--- src/hdl/rx_mac_defs.svh ---
`ifndef RX_MAC_DEFS_SVH
`define RX_MAC_DEFS_SVH

// ==========================================================================
// ethernet framing constants
// ==========================================================================

`define RX_PREAMBLE_BYTE 8'h55  // repeated RX_PREAMBLE_LEN times
`define RX_SFD_BYTE      8'hD5  // start frame delimiter
`define RX_PREAMBLE_LEN  7

// frame size counted from dest addr through fcs
`define RX_MIN_FRAME     64
`define RX_MAX_FRAME     1518   // no vlan tag
`define RX_HEADER_LEN    14     // dst + src + ethertype
`define RX_IFG_LEN       12     // gap cycles after dv drops

// length field, split over two metadata words
`define RX_LEN_W         11
`define RX_LEN_LO_W      7

// ==========================================================================
// crc-32, reflected polynomial form
// ==========================================================================

`define RX_CRC_INIT      32'hFFFF_FFFF
`define RX_CRC_POLY      32'hEDB8_8320
`define RX_CRC_RESIDUE   32'hC704_DD7B  // register value after data + good fcs

`endif
--- src/hdl/rx_mac_pkg.sv ---
`include "rx_mac_defs.svh"

package rx_mac_pkg;

    // receive fsm states
    typedef enum logic [2:0] {
        IDLE,
        PREAMBLE,
        HEADER,     // dest addr, src addr, ethertype
        PAYLOAD,    // payload and fcs, cut through
        WAIT_IFG
    } rx_state_t;

    // one word on the internal path is a data byte or one half of
    // the end-of-frame metadata (error + length)
    typedef union packed {
        logic [7:0] data;
        struct packed {
            logic                        err;
            logic [`RX_LEN_LO_W-1:0]     len_lo;
        } meta_lo;
        struct packed {
            logic [7-(`RX_LEN_W-`RX_LEN_LO_W):0] pad;
            logic [`RX_LEN_W-`RX_LEN_LO_W-1:0]   len_hi;
        } meta_hi;
    } rx_word_u;

    // one byte of crc-32 into an msb-first register with the byte reflected
    // since gmii sends lsb first
    function automatic logic [31:0] crc32_step(input logic [31:0] crc_in,
                                                input logic [7:0]  data);
        logic [31:0] crc;
        logic [31:0] poly;
        logic [31:0] poly_msb;
        logic [7:0]  data_rev;
        poly = `RX_CRC_POLY;
        for (int i = 0; i < 8; i++) data_rev[i] = data[7-i];
        for (int i = 0; i < 32; i++) poly_msb[i] = poly[31-i];   // 0x04C11DB7
        crc = crc_in ^ {data_rev, 24'h00_0000};
        for (int i = 0; i < 8; i++) begin
            crc = crc[31] ? ((crc << 1) ^ poly_msb) : (crc << 1);
        end
        return crc;
    endfunction

endpackage

--- src/hdl/rx_word_if.sv ---
`timescale 1ns/1ps

interface rx_word_if;
    import rx_mac_pkg::*;

    logic     valid;    // one strobe per word
    logic     sof;      // first header byte
    logic     meta;     // word is metadata, lo then hi
    rx_word_u word;

    modport src (output valid, output sof, output meta, output word);
    modport dst (input valid, input sof, input meta, input word);

endinterface

--- src/hdl/rx_mac_control.sv ---
`timescale 1ns/1ps
`include "rx_mac_defs.svh"

module rx_mac_control (
    input  logic                 gmii_rx_clk,
    input  logic                 switch_rst_n,
    input  logic [7:0]           gmii_rx_data,
    input  logic                 gmii_rx_dv,
    input  logic                 gmii_rx_er,
    output logic [7:0]           frame_data,
    output logic                 frame_valid,
    output logic                 frame_sof,
    output logic                 frame_eof,
    output logic                 frame_error,
    output logic [`RX_LEN_W-1:0] frame_length,
    output logic [31:0]          rx_frame_count,
    output logic [31:0]          rx_error_count,
    output logic [31:0]          crc_error_count,
    output logic [31:0]          preamble_error_count
);

    logic crc_init, crc_en, crc_ok;
    logic frame_done, frame_bad, crc_bad, preamble_err;   // counter strobes

    rx_word_if word_if ();

    // ======================================================================
    // receive path
    // ======================================================================

    gmii_rx_fsm u_fsm (
        .gmii_rx_clk  (gmii_rx_clk),
        .switch_rst_n (switch_rst_n),
        .gmii_rx_data (gmii_rx_data),
        .gmii_rx_dv   (gmii_rx_dv),
        .gmii_rx_er   (gmii_rx_er),
        .crc_ok       (crc_ok),
        .crc_init     (crc_init),
        .crc_en       (crc_en),
        .frame_done   (frame_done),
        .frame_bad    (frame_bad),
        .crc_bad      (crc_bad),
        .preamble_err (preamble_err),
        .word_out     (word_if.src)
    );

    crc32_check u_crc (
        .gmii_rx_clk  (gmii_rx_clk),
        .switch_rst_n (switch_rst_n),
        .gmii_rx_data (gmii_rx_data),   // same byte the fsm forwards
        .crc_init     (crc_init),
        .crc_en       (crc_en),
        .crc_ok       (crc_ok)
    );

    frame_assembler u_asm (
        .gmii_rx_clk  (gmii_rx_clk),
        .switch_rst_n (switch_rst_n),
        .word_in      (word_if.dst),
        .frame_data   (frame_data),
        .frame_valid  (frame_valid),
        .frame_sof    (frame_sof),
        .frame_eof    (frame_eof),
        .frame_error  (frame_error),
        .frame_length (frame_length)
    );

    rx_stat_counters u_stats (
        .gmii_rx_clk          (gmii_rx_clk),
        .switch_rst_n         (switch_rst_n),
        .frame_done           (frame_done),
        .frame_bad            (frame_bad),
        .crc_bad              (crc_bad),
        .preamble_err         (preamble_err),
        .rx_frame_count       (rx_frame_count),
        .rx_error_count       (rx_error_count),
        .crc_error_count      (crc_error_count),
        .preamble_error_count (preamble_error_count)
    );

endmodule

--- src/hdl/rx_stat_counters.sv ---
`timescale 1ns/1ps

module rx_stat_counters (
    input  logic        gmii_rx_clk,
    input  logic        switch_rst_n,
    input  logic        frame_done,
    input  logic        frame_bad,
    input  logic        crc_bad,
    input  logic        preamble_err,
    output logic [31:0] rx_frame_count,
    output logic [31:0] rx_error_count,
    output logic [31:0] crc_error_count,
    output logic [31:0] preamble_error_count
);

    logic [3:0]  inc;           // one strobe per counter
    logic [31:0] cnt [4];

    assign inc = {preamble_err, crc_bad, frame_bad, frame_done};

    // ======================================================================
    // four free-running counters, wrap at 2^32
    // ======================================================================

    for (genvar i = 0; i < 4; i++) begin : g_cnt
        always_ff @(posedge gmii_rx_clk or negedge switch_rst_n) begin
            if (!switch_rst_n) begin
                cnt[i] <= 32'd0;
            end else if (inc[i]) begin
                cnt[i] <= cnt[i] + 32'd1;
            end
        end
    end

    assign rx_frame_count       = cnt[0];   // every frame that reached the header
    assign rx_error_count       = cnt[1];   // any error
    assign crc_error_count      = cnt[2];
    assign preamble_error_count = cnt[3];

endmodule

--- src/hdl/frame_assembler.sv ---
`timescale 1ns/1ps
`include "rx_mac_defs.svh"

module frame_assembler (
    input  logic                 gmii_rx_clk,
    input  logic                 switch_rst_n,
    rx_word_if.dst               word_in,
    output logic [7:0]           frame_data,
    output logic                 frame_valid,
    output logic                 frame_sof,
    output logic                 frame_eof,
    output logic                 frame_error,
    output logic [`RX_LEN_W-1:0] frame_length
);

    logic                            data_word;      // plain byte this cycle
    logic                            lo_pend;        // meta_lo seen, hi next
    logic                            eof_pend;
    logic                            err_q;
    logic [`RX_LEN_LO_W-1:0]         len_lo_q;
    logic [`RX_LEN_W-`RX_LEN_LO_W-1:0] len_hi_q;

    assign data_word = word_in.valid && !word_in.meta;

    // ======================================================================
    // control and outputs
    // ======================================================================

    always_ff @(posedge gmii_rx_clk or negedge switch_rst_n) begin
        if (!switch_rst_n) begin
            frame_valid  <= 1'b0;
            frame_sof    <= 1'b0;
            frame_eof    <= 1'b0;
            frame_error  <= 1'b0;
            frame_length <= '0;
            lo_pend      <= 1'b0;
            eof_pend     <= 1'b0;
        end else begin
            frame_valid <= data_word;
            frame_sof   <= data_word && word_in.sof;
            if (word_in.valid && word_in.meta) lo_pend <= !lo_pend;
            eof_pend  <= word_in.valid && word_in.meta && lo_pend;  // hi half arrived
            frame_eof <= eof_pend;
            if (eof_pend) begin
                frame_error  <= err_q;                  // held until next eof
                frame_length <= {len_hi_q, len_lo_q};
            end
        end
    end

    // payload side, no reset
    always_ff @(posedge gmii_rx_clk) begin
        if (data_word) frame_data <= word_in.word.data;
        if (word_in.valid && word_in.meta && !lo_pend) begin
            err_q    <= word_in.word.meta_lo.err;
            len_lo_q <= word_in.word.meta_lo.len_lo;
        end
        if (word_in.valid && word_in.meta && lo_pend) len_hi_q <= word_in.word.meta_hi.len_hi;
    end

    a_meta_pair: assert property (@(posedge gmii_rx_clk) disable iff (!switch_rst_n)
        (word_in.valid && word_in.meta && !lo_pend) |=> (word_in.valid && word_in.meta));

endmodule

--- src/hdl/crc32_check.sv ---
`timescale 1ns/1ps
`include "rx_mac_defs.svh"

module crc32_check (
    input  logic       gmii_rx_clk,
    input  logic       switch_rst_n,
    input  logic [7:0] gmii_rx_data,
    input  logic       crc_init,
    input  logic       crc_en,
    output logic       crc_ok
);
    import rx_mac_pkg::*;

    logic [31:0] crc_reg;

    // ======================================================================
    // running crc, seeded between frames
    // ======================================================================

    always_ff @(posedge gmii_rx_clk or negedge switch_rst_n) begin
        if (!switch_rst_n) begin
            crc_reg <= `RX_CRC_INIT;
        end else if (crc_init) begin
            crc_reg <= `RX_CRC_INIT;
        end else if (crc_en) begin
            crc_reg <= crc32_step(crc_reg, gmii_rx_data);  // fcs runs through too
        end
    end

    // data + intact fcs always lands on the fixed residue
    assign crc_ok = (crc_reg == `RX_CRC_RESIDUE);

    // fsm only seeds in IDLE and only advances in HEADER/PAYLOAD
    a_init_en: assert property (@(posedge gmii_rx_clk) disable iff (!switch_rst_n)
        !(crc_init && crc_en));

endmodule

--- src/hdl/gmii_rx_fsm.sv ---
`timescale 1ns/1ps
`include "rx_mac_defs.svh"

module gmii_rx_fsm (
    input  logic       gmii_rx_clk,
    input  logic       switch_rst_n,
    input  logic [7:0] gmii_rx_data,
    input  logic       gmii_rx_dv,
    input  logic       gmii_rx_er,
    input  logic       crc_ok,
    output logic       crc_init,
    output logic       crc_en,
    output logic       frame_done,
    output logic       frame_bad,
    output logic       crc_bad,
    output logic       preamble_err,
    rx_word_if.src     word_out
);
    import rx_mac_pkg::*;

    rx_state_t              state, state_nx;
    logic [2:0]             pre_cnt, pre_cnt_nx;        // preamble bytes seen
    logic [`RX_LEN_W-1:0]   byte_cnt, byte_cnt_nx;      // forwarded bytes incl fcs
    logic [3:0]             ifg_cnt, ifg_cnt_nx;
    logic                   err, err_nx;                // sticky frame error
    logic                   fwd, fwd_sof;               // byte forwarded this cycle
    logic                   fwd_q, sof_q;
    logic [7:0]             byte_q;
    logic                   ifg_first, ifg_second;
    logic                   final_err;
    rx_word_u               meta_word;

    assign ifg_first  = (state == WAIT_IFG) && (ifg_cnt == 4'd0);
    assign ifg_second = (state == WAIT_IFG) && (ifg_cnt == 4'd1);
    assign final_err  = err || !crc_ok || (byte_cnt < `RX_MIN_FRAME);

    // ======================================================================
    // next state
    // ======================================================================

    always_comb begin
        state_nx    = state;
        pre_cnt_nx  = pre_cnt;
        byte_cnt_nx = byte_cnt;
        ifg_cnt_nx  = 4'd0;
        err_nx      = err;
        fwd         = 1'b0;
        fwd_sof     = 1'b0;
        case (state)
            IDLE: begin
                byte_cnt_nx = '0;
                err_nx      = 1'b0;
                if (gmii_rx_dv && !gmii_rx_er && gmii_rx_data == `RX_PREAMBLE_BYTE) begin
                    pre_cnt_nx = 3'd1;
                    state_nx   = PREAMBLE;
                end
            end
            PREAMBLE: begin
                if (gmii_rx_dv && !gmii_rx_er) begin
                    if (pre_cnt == `RX_PREAMBLE_LEN) begin
                        // sfd must follow the 7th byte
                        state_nx = (gmii_rx_data == `RX_SFD_BYTE) ? HEADER : IDLE;
                    end else if (gmii_rx_data == `RX_PREAMBLE_BYTE) begin
                        pre_cnt_nx = pre_cnt + 3'd1;
                    end else begin
                        state_nx = IDLE;                // bad byte, drop quietly
                    end
                end else begin
                    state_nx = IDLE;
                end
            end
            HEADER: begin
                if (gmii_rx_dv) begin
                    fwd         = 1'b1;
                    fwd_sof     = (byte_cnt == '0);
                    byte_cnt_nx = byte_cnt + 1'b1;
                    if (gmii_rx_er) err_nx = 1'b1;
                    if (byte_cnt == `RX_HEADER_LEN - 1) state_nx = PAYLOAD;
                end else begin
                    err_nx   = 1'b1;                    // truncated header
                    state_nx = WAIT_IFG;
                end
            end
            PAYLOAD: begin
                if (gmii_rx_dv) begin
                    if (byte_cnt == `RX_MAX_FRAME) begin
                        err_nx = 1'b1;                  // oversize, byte dropped
                    end else begin
                        fwd         = 1'b1;
                        byte_cnt_nx = byte_cnt + 1'b1;
                    end
                    if (gmii_rx_er) err_nx = 1'b1;
                end else begin
                    state_nx = WAIT_IFG;
                end
            end
            WAIT_IFG: begin
                if (ifg_first) err_nx = final_err;
                if (ifg_cnt == `RX_IFG_LEN - 1) begin
                    ifg_cnt_nx = ifg_cnt;
                    if (!gmii_rx_dv) state_nx = IDLE;   // never start mid-frame
                end else begin
                    ifg_cnt_nx = ifg_cnt + 4'd1;
                end
            end
            default: state_nx = IDLE;
        endcase
    end

    assign crc_init = (state == IDLE);
    assign crc_en   = fwd;                              // fcs bytes included

    // counter strobes, all from the first gap cycle
    assign frame_done   = ifg_first;
    assign frame_bad    = ifg_first && final_err;
    assign crc_bad      = ifg_first && !crc_ok;
    assign preamble_err = (state == PREAMBLE) && gmii_rx_er;

    // meta_lo in gap cycle 0, meta_hi in gap cycle 1
    always_comb begin
        meta_word.data = 8'h00;
        if (ifg_first) begin
            meta_word.meta_lo.err    = final_err;
            meta_word.meta_lo.len_lo = byte_cnt[`RX_LEN_LO_W-1:0];
        end else begin
            meta_word.meta_hi.len_hi = byte_cnt[`RX_LEN_W-1:`RX_LEN_LO_W];
        end
    end

    always_ff @(posedge gmii_rx_clk or negedge switch_rst_n) begin
        if (!switch_rst_n) begin
            state          <= IDLE;
            pre_cnt        <= 3'd0;
            byte_cnt       <= '0;
            ifg_cnt        <= 4'd0;
            err            <= 1'b0;
            fwd_q          <= 1'b0;
            sof_q          <= 1'b0;
            word_out.valid <= 1'b0;
            word_out.sof   <= 1'b0;
            word_out.meta  <= 1'b0;
        end else begin
            state          <= state_nx;
            pre_cnt        <= pre_cnt_nx;
            byte_cnt       <= byte_cnt_nx;
            ifg_cnt        <= ifg_cnt_nx;
            err            <= err_nx;
            fwd_q          <= fwd;                      // first stage, byte held
            sof_q          <= fwd_sof;
            word_out.valid <= fwd_q || ifg_first || ifg_second;
            word_out.sof   <= sof_q;
            word_out.meta  <= ifg_first || ifg_second;
        end
    end

    always_ff @(posedge gmii_rx_clk) begin
        if (fwd) byte_q <= gmii_rx_data;
        if (ifg_first || ifg_second) begin
            word_out.word <= meta_word;
        end else begin
            word_out.word.data <= byte_q;
        end
    end

    // data words come from HEADER/PAYLOAD two edges back, meta words from the
    // first two gap cycles one edge back
    a_word_src: assert property (@(posedge gmii_rx_clk) disable iff (!switch_rst_n)
        word_out.valid |-> (word_out.meta
            ? ($past(state) == WAIT_IFG && $past(ifg_cnt) < 4'd2)
            : ($past(state, 2) inside {HEADER, PAYLOAD})));

    a_max_len: assert property (@(posedge gmii_rx_clk) disable iff (!switch_rst_n)
        byte_cnt <= `RX_MAX_FRAME);

endmodule

--- config.mk ---
export PLATFORM = sky130hd
export DESIGN_NAME = rx_mac_control
export DESIGN_NICKNAME = d
export VERILOG_FILES = /design/src/hdl/rx_mac_pkg.sv /design/src/hdl/rx_word_if.sv /design/src/hdl/rx_mac_control.sv /design/src/hdl/rx_stat_counters.sv /design/src/hdl/frame_assembler.sv /design/src/hdl/crc32_check.sv /design/src/hdl/gmii_rx_fsm.sv
export VERILOG_INCLUDE_DIRS = /design/src /design/src/hdl
export SDC_FILE = /design/constraint.sdc
export NUM_CORES = 1
export LEC_CHECK = 0
export BUFFER_PORTS_ARGS = -buffer_cell sky130_fd_sc_hd__buf_2
export CAP_MARGIN = 30
export CORE_ASPECT_RATIO = 0.7
export CORE_MARGIN = 5
export CORE_UTILIZATION = 35
export DETAILED_ROUTE_END_ITERATION = 8
export HOLD_SLACK_MARGIN = 0.06
export PLACE_DENSITY = 0.53
export SLEW_MARGIN = 20
export SYNTH_ARGS = -nofsm -noshare
export SYNTH_HDL_FRONTEND = slang
export SYNTH_SLANG_ARGS = --single-unit
export TNS_END_PERCENT = 1
--- constraint.sdc ---
create_clock -name gmii_rx_clk -period 6 [get_ports gmii_rx_clk]
set_input_delay 0.3 -clock gmii_rx_clk [delete_from_list [all_inputs] [get_ports gmii_rx_clk]]
set_output_delay 0.3 -clock gmii_rx_clk [all_outputs]
set_load 0.01 [all_outputs]
# == Word-level counts from Yosys, hierarchy flattened ==
# Cells that the tools add are included.
# totals
elab_cells,152
out_inout_bits,151
inputBits,12
ff_bits,240
# op_classes
bitwise,9
muxes,47
reduce_logical,32
magnitude_cmp,1
add_sub_neg,7
n_eq_ne,28
# op_table
cell,count
27-bit two-way mux,8
32-bit by 1-bit adder with 32-bit output (second input constant),4
14-bit NOT,8
32-bit two-way mux,2
3-bit two-way mux,12
11-bit two-way mux,3
11-bit one-hot mux with 3 select lines,1
32-bit == test (second input constant),1
32-bit bitwise XOR,1
4-bit two-way mux,4
2-bit != test (second input constant),8
3-bit one-hot mux with 5 select lines,1
1-bit logical AND,12
11-bit by 1-bit adder with 11-bit output (second input constant),1
11-bit == test (second input constant),1
11-bit by 4-bit == test with 1-bit output (second input constant),1
11-bit zero test,1
11-bit by 7-bit < comparator with 1-bit output (second input constant),1
1-bit two-way mux,11
5-bit AND reduction,2
8-bit by 7-bit == test with 1-bit output (second input constant),1
8-bit == test (second input constant),1
8-bit two-way mux,1
2-bit by 1-bit != test with 1-bit output (second input constant),4
23 further kinds,34

# == Logic depth before layout (Yosys ltp) ==
# Gate-level depths: netlist (run 1).
# depth
depth_word,19
depth_mapped,11

# == By module ==
# A second synthesis (run 1) with hierarchy kept.
# hier_totals
hier_cells,947
hier_area_um2,11608.6
# by_module_without_submodules
module,cells_per_inst,instances,area_per_inst_um2
rx_stat_counters,492,1,5829.3
crc32_check,184,1,2352.3
gmii_rx_fsm,215,1,2182.1
frame_assembler,56,1,1244.9

# == Least setup slack after synthesis (run 1) ==
# Ideal clock, no wire load.
# synth_timing
path_type,register to register
from,reg u_fsm.ifg_cnt[0]
to,"reg u_stats.cnt, in the netlist u_stats.rx_frame_count[29]"
path_stages_with_launch,9
slack_ns,3.790
required_ns,5.921
arrival_ns,2.131
cell_sequence,dfrtp_1 > inv_1 > ha_1 > or3b_1 > buf_2 > nor4_4 > and3_1 > and3_1 > xor2_1
# synth_via
elab_chain_cells,2
# synth_lines
element,line_no,text
"start, declared",gmii_rx_fsm.sv:24,"logic [3:0] ifg_cnt, ifg_cnt_nx;"
"start signal, assigned",gmii_rx_fsm.sv:146,ifg_cnt <= ifg_cnt_nx;
4-bit zero test,gmii_rx_fsm.sv:33,assign ifg_first = (state == WAIT_IFG) && (ifg_cnt == 4'd0);
1-bit logical AND,gmii_rx_fsm.sv:33,
"end signal, assigned by index",rx_stat_counters.sv:30,cnt[i] <= cnt[i] + 32'd1;
"end, declared",rx_stat_counters.sv:17,logic [31:0] cnt [4];
# Every way passes these cells.
# A chain may end at the register's enable or synchronous reset.

# == Worst setup path after layout (run 1) ==
# layout_timing
from,reg u_fsm.ifg_cnt[0]
to,"reg u_stats.cnt, in the netlist u_stats.rx_error_count[17]"
# layout_via
elab_chain_cells,3
# layout_lines
element,line_no,text
4-bit zero test,gmii_rx_fsm.sv:33,
1-bit logical AND,gmii_rx_fsm.sv:33,
1-bit logical AND,gmii_rx_fsm.sv:115,assign frame_bad = ifg_first && final_err;
# Every way passes these cells.

==> reports/results.ini, run 1 <==
[critical_path]
rrSetupSlack_ps=3030
worst_ep_arrival_time_ps=3440
path_max_fanout=12
required_ps=6470
crit_path_start_kind=flop
end_kind=flop
critPathKind=reg2reg
reg2reg_depth=7
rr_endpoint=u_stats.rx_error_count[17]$_DFFE_PN0P_
r2r_start=u_fsm.ifg_cnt[0]$_DFFE_PN0P_
startpoint=u_fsm.ifg_cnt[0]$_DFFE_PN0P_

[cells_and_area]
drive_above_1_share_pct=26.49
nets=1149
fillers=2975
antennaDiodeCount=0
syn_to_final_growth_pct=20.96
seq_area_mm2=0.006146
multi_input_area_mm2=0.004771

[drt]
post_drt_wl_per_cell_um=17.27
met1_length_um=13720
drtIter0Drc=456
viasPerCell=4.880
met2_length_um=11140
dr.pass1.iters=5
drc_errors=0
wirelength_um=27000
highest_layer=met4
wl_met3_um=1747
vias=7633
ant_nets=0

[global_routing]
grt_pass1_wl_um=44190
antenna_found_initial=0
overflow=0
grt_pass1_vias=7527
grt_max_degree=98
grtUsageTotal_pct=15.01

[power]
swShare_pct=33.34
pwr_density_cell_mw_per_mm2=451.8
clockPowerShare_pct=29.6
p_total_mw=6.079
switchingPower_mw=2.027
seq_power_share_pct=39.1
peakVddDrop_mv=0.2264
p_leak_nw=6.124
p_int_mw=4.052
p_comb_share_pct=31.3

[clock_tree]
numCtsBuffers=26
ctsResizeCount=0
clkLatencyLatePin_ps=540
cts_root_buffer=clkbuf_16
path_clk_slew_ps=60
cts_buffer_depth=3
cts_sinks=240
post_cts_buffers=0
cts_tree=built
htreeDepth=1
cts_hold_buf=10

[sta]
timing.final.max_slew_violations=0
finClkSkew_ps=14.18
worst_pin_slew_ps=920.7
fin_crit_ps=2972
fin_setup_tns_ps=0
slew_headroom_pct=38.18
finalHoldViolCount=0
fin_ws_ps=3028
setup_violations=0
fin_hold_ws_ps=352.9
clock.fmax_ghz=0.3364
finalCritPeriodShare_pct=49.54
rsz0062_at_grt=false

[hold_path]
hp-class=reg2reg
hold_path_startpoint=u_fsm.sof_q$_DFF_PN0_
min_path_cells=0
hold_end=u_fsm.word_out.sof$_DFF_PN0_

[logic_synthesis]
ys_seq_area_share_pct=55.25
synth_cell_types=70
syn_area_mm2=0.01112
synth_common_cells=dfrtp_1, xnor2_1, nor2_1
synth_top_area_share_pct=38.70
synth_nets=962
syn_inst=937
yosysMostFrequentCell=dfrtp_1
ys_seq_elements=240
synth_edf_count=28
synth.area.top_cells=dfrtp_1, xnor2_1, dfstp_2, edfxtp_1, xor2_1
synth_top_area_cell=dfrtp_1
synth_flop_cell=dfrtp_1
syn_area_per_cell_um2=11.87
async_flop_share_pct=85.00
ys.warnings.count=0

[floorplanning]
core-area_mm2=0.03128
die_x_um=223.1
dieArea_mm2=0.03550
ios=163
fp-row-count=54
die_h_um=159.2
initial_utilization_pct=35.56

[placement]
pre_cts_slack_ps=2876
dp_hpwl_um=19040
gp_congestion=0.7911
port_buffers=162

[status]
status=completed

[flow_run]
maxCapViolCount=0

[worst max path at each step]
stage,to,slack [ps],cells past startpoint
finish,u_stats.rx_error_count[17]$_DFFE_PN0P_,3030,7
global route,u_stats.rx_error_count[15]$_DFFE_PN0P_,2780,7
CTS,u_stats.rx_error_count[6]$_DFFE_PN0P_,2870,7
detailed placement,u_stats.rx_error_count[6]$_DFFE_PN0P_,2880,7
global placement,u_stats.rx_error_count[1]$_DFFE_PN0P_,2980,6
floorplan,u_stats.rx_frame_count[29]$_DFFE_PN0N_,3790,8
[power by group through the flow]
stage	clock network, mW	logic [mW]	registers [mW]
floorplan	0	1.39	2.36
CTS	1.86	1.92	2.38
global route	1.92	2.09	2.43
detailed placement	0	1.90	2.41
global placement	0	1.89	2.40
finish	1.80	1.90	2.38
[per-layer routing]
| layer | global-route usage, % | vias to the layer above |
|---|---|---|
| li1 | - | 3694 |
| met1 | 23.50 | 3737 |
| met2 | 21.07 | 169 |
| met3 | 3.797 | 33 |
| met4 | 2.672 | 0 |
| met5 | 0 | - |
[cell usage in the layout (no fill, tap or decap), drive strengths merged, types with 7 or more instances in the layout]
cell,n
dfrtp,172
buf,172
xnor2,126
xor2,71
nor2,69
nand2,61
nand4,48
nand3,41
clkbuf,40
a21oi,34
nor3,34
dfstp,32
edfxtp,28
and3,20
mux2,17
inv,15
o21ai,14
ha,13
and4,12
dlygate4sd3,10
o22a,8
dfxtp,8
nor3b,8
nand4b,7
and2,7
[per-stage QoR]
stage               util, %  instances  cell area, µm²
detailed placement    39.54       1503           12370
floorplan                 -        937           11120
global placement      39.50       1501           12360
finish                43.01       1564           13450
global route          43.01       1564           13450
CTS                   42.94       1561           13430
[area by class of cell]
type	instances	share of cell area [%]
clock buffers	40	5.757
well taps	420	3.906
flip-flops and latches	240	45.68
inverters	15	0.4185
clock inverters	8	1.414
repair buffers	182	7.365
multi-input cells	659	35.46
[worst max-delay path, stage by stage, from the launching register on]
cell     delay [ps]
dfrtp_1         430
inv_1            80
ha_1            170
or3b_1          610
nor3_4          280
nand4_1         660
nor3b_1         490
xor2_1          170
[logic make-up after synthesis]
kind of cell | synth area share (%)
simple gates | 18.14
flops | 55.25
fa+ha+maj | 1.462
mux | 1.845
buf+inv | 1.856
compound gates | 5.050
xor+xnor | 16.39
(Power assumes the default switching activity.)
==> inputs of run 2 (changes only) <==
Settings changed: PLACE_DENSITY 0.53 to 0.55.
Clock period 6 ns to 2.5 ns, I/O delays scaled along.
==> run 2 against run 1 <==
Sequential power rose by 140%. Fmax is 25% higher. Largest power group unchanged. Total power grew 140%. Combinational power rose to 2.6 times the previous value. Clock skew is 4.4 ps lower. Cell area grew 2.2%. Via count grew 1.6%. Clock-buffer cell count down 9. Sequential cell count is the same. Clock power grew 130%. Largest cell class unchanged. Worst setup slack lost 2900 ps. First-iteration DRC count increased by 21%.
==> reports/results.ini, run 2 (synthesis results as in run 1) <==
[flow_run]
maxCapViolCount=0  ; unchanged

[global_routing]
overflow=0  ; unchanged
antenna_found_initial=0  ; unchanged
grt_max_degree=64  ; -35%
grt_pass1_vias=7776  ; +3.3%
grt_pass1_wl_um=44710  ; +1.2%
grtUsageTotal_pct=15.15  ; +0.14 points

[cells_and_area]
seq_area_mm2=0.006146  ; unchanged
layout_common_cells=dfrtp_1, buf_2, xnor2_1, nor2_1, xor2_1
stdcell_count=1601  ; +2.4%
fillers=2950  ; -0.84%
nets=1185  ; +3.1%
antennaDiodeCount=0  ; unchanged
layout_commonest_cell=dfrtp_1
syn_to_final_growth_pct=23.57
multi_input_area_mm2=0.004780  ; +0.18%
drive_above_1_share_pct=29.21  ; +2.7 points

[clock_tree]
cts_tree=built
post_cts_buffers=0  ; unchanged
cts_sinks=240  ; unchanged
htreeDepth=1  ; unchanged
cts_buffer_depth=3  ; unchanged
clkLatencyLatePin_ps=540  ; about the same
path_clk_slew_ps=60  ; about the same
cts_root_buffer=clkbuf_16
numCtsBuffers=27  ; +3.8%

[power]
seq_power_share_pct=38.3  ; -0.8 points
p_int_mw=9.742  ; +140%
peakVddDrop_mv=0.5660  ; +150%
pwr_density_cell_mw_per_mm2=1070  ; +140%
swShare_pct=33.76  ; +0.42 points
switchingPower_mw=4.966  ; +150%
p_comb_share_pct=33.2  ; +1.9 points
clockPowerShare_pct=28.5  ; -1.1 points
p_leak_nw=6.296  ; +2.8%

[sta]
clock.fmax_ghz=0.4204  ; +25%
fin_setup_tns_ps=0  ; unchanged
finalHoldViolCount=0  ; unchanged
finClkSkew_ps=9.793  ; -4.391 ps
slew_headroom_pct=50.89  ; +13 points
rsz0062_at_grt=false
setup_violations=0  ; unchanged
finalCritPeriodShare_pct=95.16  ; +46 points
timing.final.max_slew_violations=0  ; unchanged
worst_pin_slew_ps=733.9  ; -186.8 ps
fin_crit_ps=2379  ; -593.5 ps

[critical_path]
crit_path_start_kind=flop
critPathMaxStageDelay_ps=710  ; +50 ps
worst_ep_arrival_time_ps=2800  ; -640 ps
critical_path.n_buffers_inverters=0  ; -1
required_ps=2920  ; -3550 ps
rrSetupSlack_ps=120  ; -2910 ps
critPathKind=reg2reg
r2r_start=u_crc.crc_reg[3]$_DFFE_PN1P_
path_delay_family=simple AND/OR/NAND/NOR gates
path_max_fanout=9  ; -3
rr_endpoint=u_stats.rx_error_count[1]$_DFFE_PN0P_
end_kind=flop
reg2reg_depth=4  ; -3
worstPathCellList=nand4b_1 -> or4_1 -> o31a_1 -> mux2_4
cp_slowest_cell=or4_1

[drt]
vias=7752  ; +1.6%
wirelength_um=27180  ; +0.66%
ant_nets=0  ; unchanged
post_drt_wl_per_cell_um=16.98  ; -1.7%
dr.pass1.iters=5  ; unchanged
drc_errors=0  ; unchanged
drtIter0Drc=554  ; +21%
viasPerCell=4.842  ; -0.79%

[floorplanning]
core-area_mm2=0.03128  ; unchanged
die_h_um=159.2  ; unchanged
fp-row-count=54  ; unchanged
die_x_um=223.1  ; unchanged
ios=163  ; unchanged
initial_utilization_pct=35.56  ; unchanged
dieArea_mm2=0.03550  ; unchanged

[hold_path]
hp-class=in2async

[status]
status=completed

[placement]
dp.cells=1541  ; +2.5%
port_buffers=162  ; unchanged
gp_congestion=0.8259  ; +4.4%
dp_hpwl_um=19610  ; +3.0%

==> run 2: power by group through the flow <==
stage	clock network [mW]	registers, mW	logic, mW
final	4.19	5.64	4.88
after global routing	4.48	5.75	5.38
after CTS	4.33	5.64	4.93
after detailed placement	0	5.71	4.88
after global placement	0	5.69	4.86
after floorplan	0	5.66	3.34
==> run 2: final cells by class <==
type | instances | share of cell area (%)
Sequential cell | 240 | 44.72
Inverter | 15 | 0.4097
Clock buffer | 31 | 5.171
Clock inverter | 19 | 1.684
Tap cell | 420 | 3.823
Timing Repair Buffer | 217 | 9.422
Multi-Input combinational cell | 659 | 34.77
==> run 2: how the worst max path moves through the flow <==
stage	from	endpoint	depth (start not counted)
6_report	u_crc.crc_reg[3]$_DFFE_PN1P_	u_stats.rx_error_count[1]$_DFFE_PN0P_	4
5_1_grt	u_crc.crc_reg[0]$_DFFE_PN1P_	u_stats.rx_error_count[1]$_DFFE_PN0P_	4
4_1_cts	u_fsm.ifg_cnt[1]$_DFFE_PN0P_	u_stats.rx_frame_count[30]$_DFFE_PN0N_	8
3_5_place_dp	u_fsm.ifg_cnt[1]$_DFFE_PN0P_	u_stats.rx_frame_count[30]$_DFFE_PN0N_	8
3_3_place_gp	u_fsm.ifg_cnt[1]$_DFFE_PN0P_	u_stats.rx_frame_count[17]$_DFFE_PN0N_	9
2_1_floorplan	u_fsm.ifg_cnt[0]$_DFFE_PN0P_	u_stats.rx_frame_count[29]$_DFFE_PN0N_	8
==> run 2: repair_timing <==
action | 4_1_cts | 5_1_grt
hold endpoints to repair | 73 | 0
gates resized for setup | 0 | 3
hold buffers | 10 | 0
setup endpoints to repair | 0 | 7
==> run 2: worst reg2reg max path, cell delays in order, from the launching register on <==
cell      delay, ps
dfstp_2         550
nand4b_1        140
or4_1           710
o31a_1          510
mux2_4          350
==> run 2: routing by layer <==
layer / global-route usage [%] / vias to the layer above / share of wire, %
met5: 0 / - / 0
met4: 2.533 / 0 / 1.4
met3: 3.631 / 26 / 5.4
met2: 21.69 / 147 / 42
met1: 23.57 / 3816 / 52
li1: - / 3763 / -
==> run 2: through the flow <==
stage	setup slack [ps]	power, mW	instance area, µm²	hold slack, ps	util, %
floorplan	289.9	8.998	11120	-170.6	-
global placement	147.6	10.55	12690	173.5	40.55
detailed placement	105.8	10.59	12690	174.1	40.58
CTS	101.4	14.90	13740	154.1	43.91
global route	38.85	15.62	13740	185.8	43.94
finish	121.0	14.71	13740	137.1	43.94
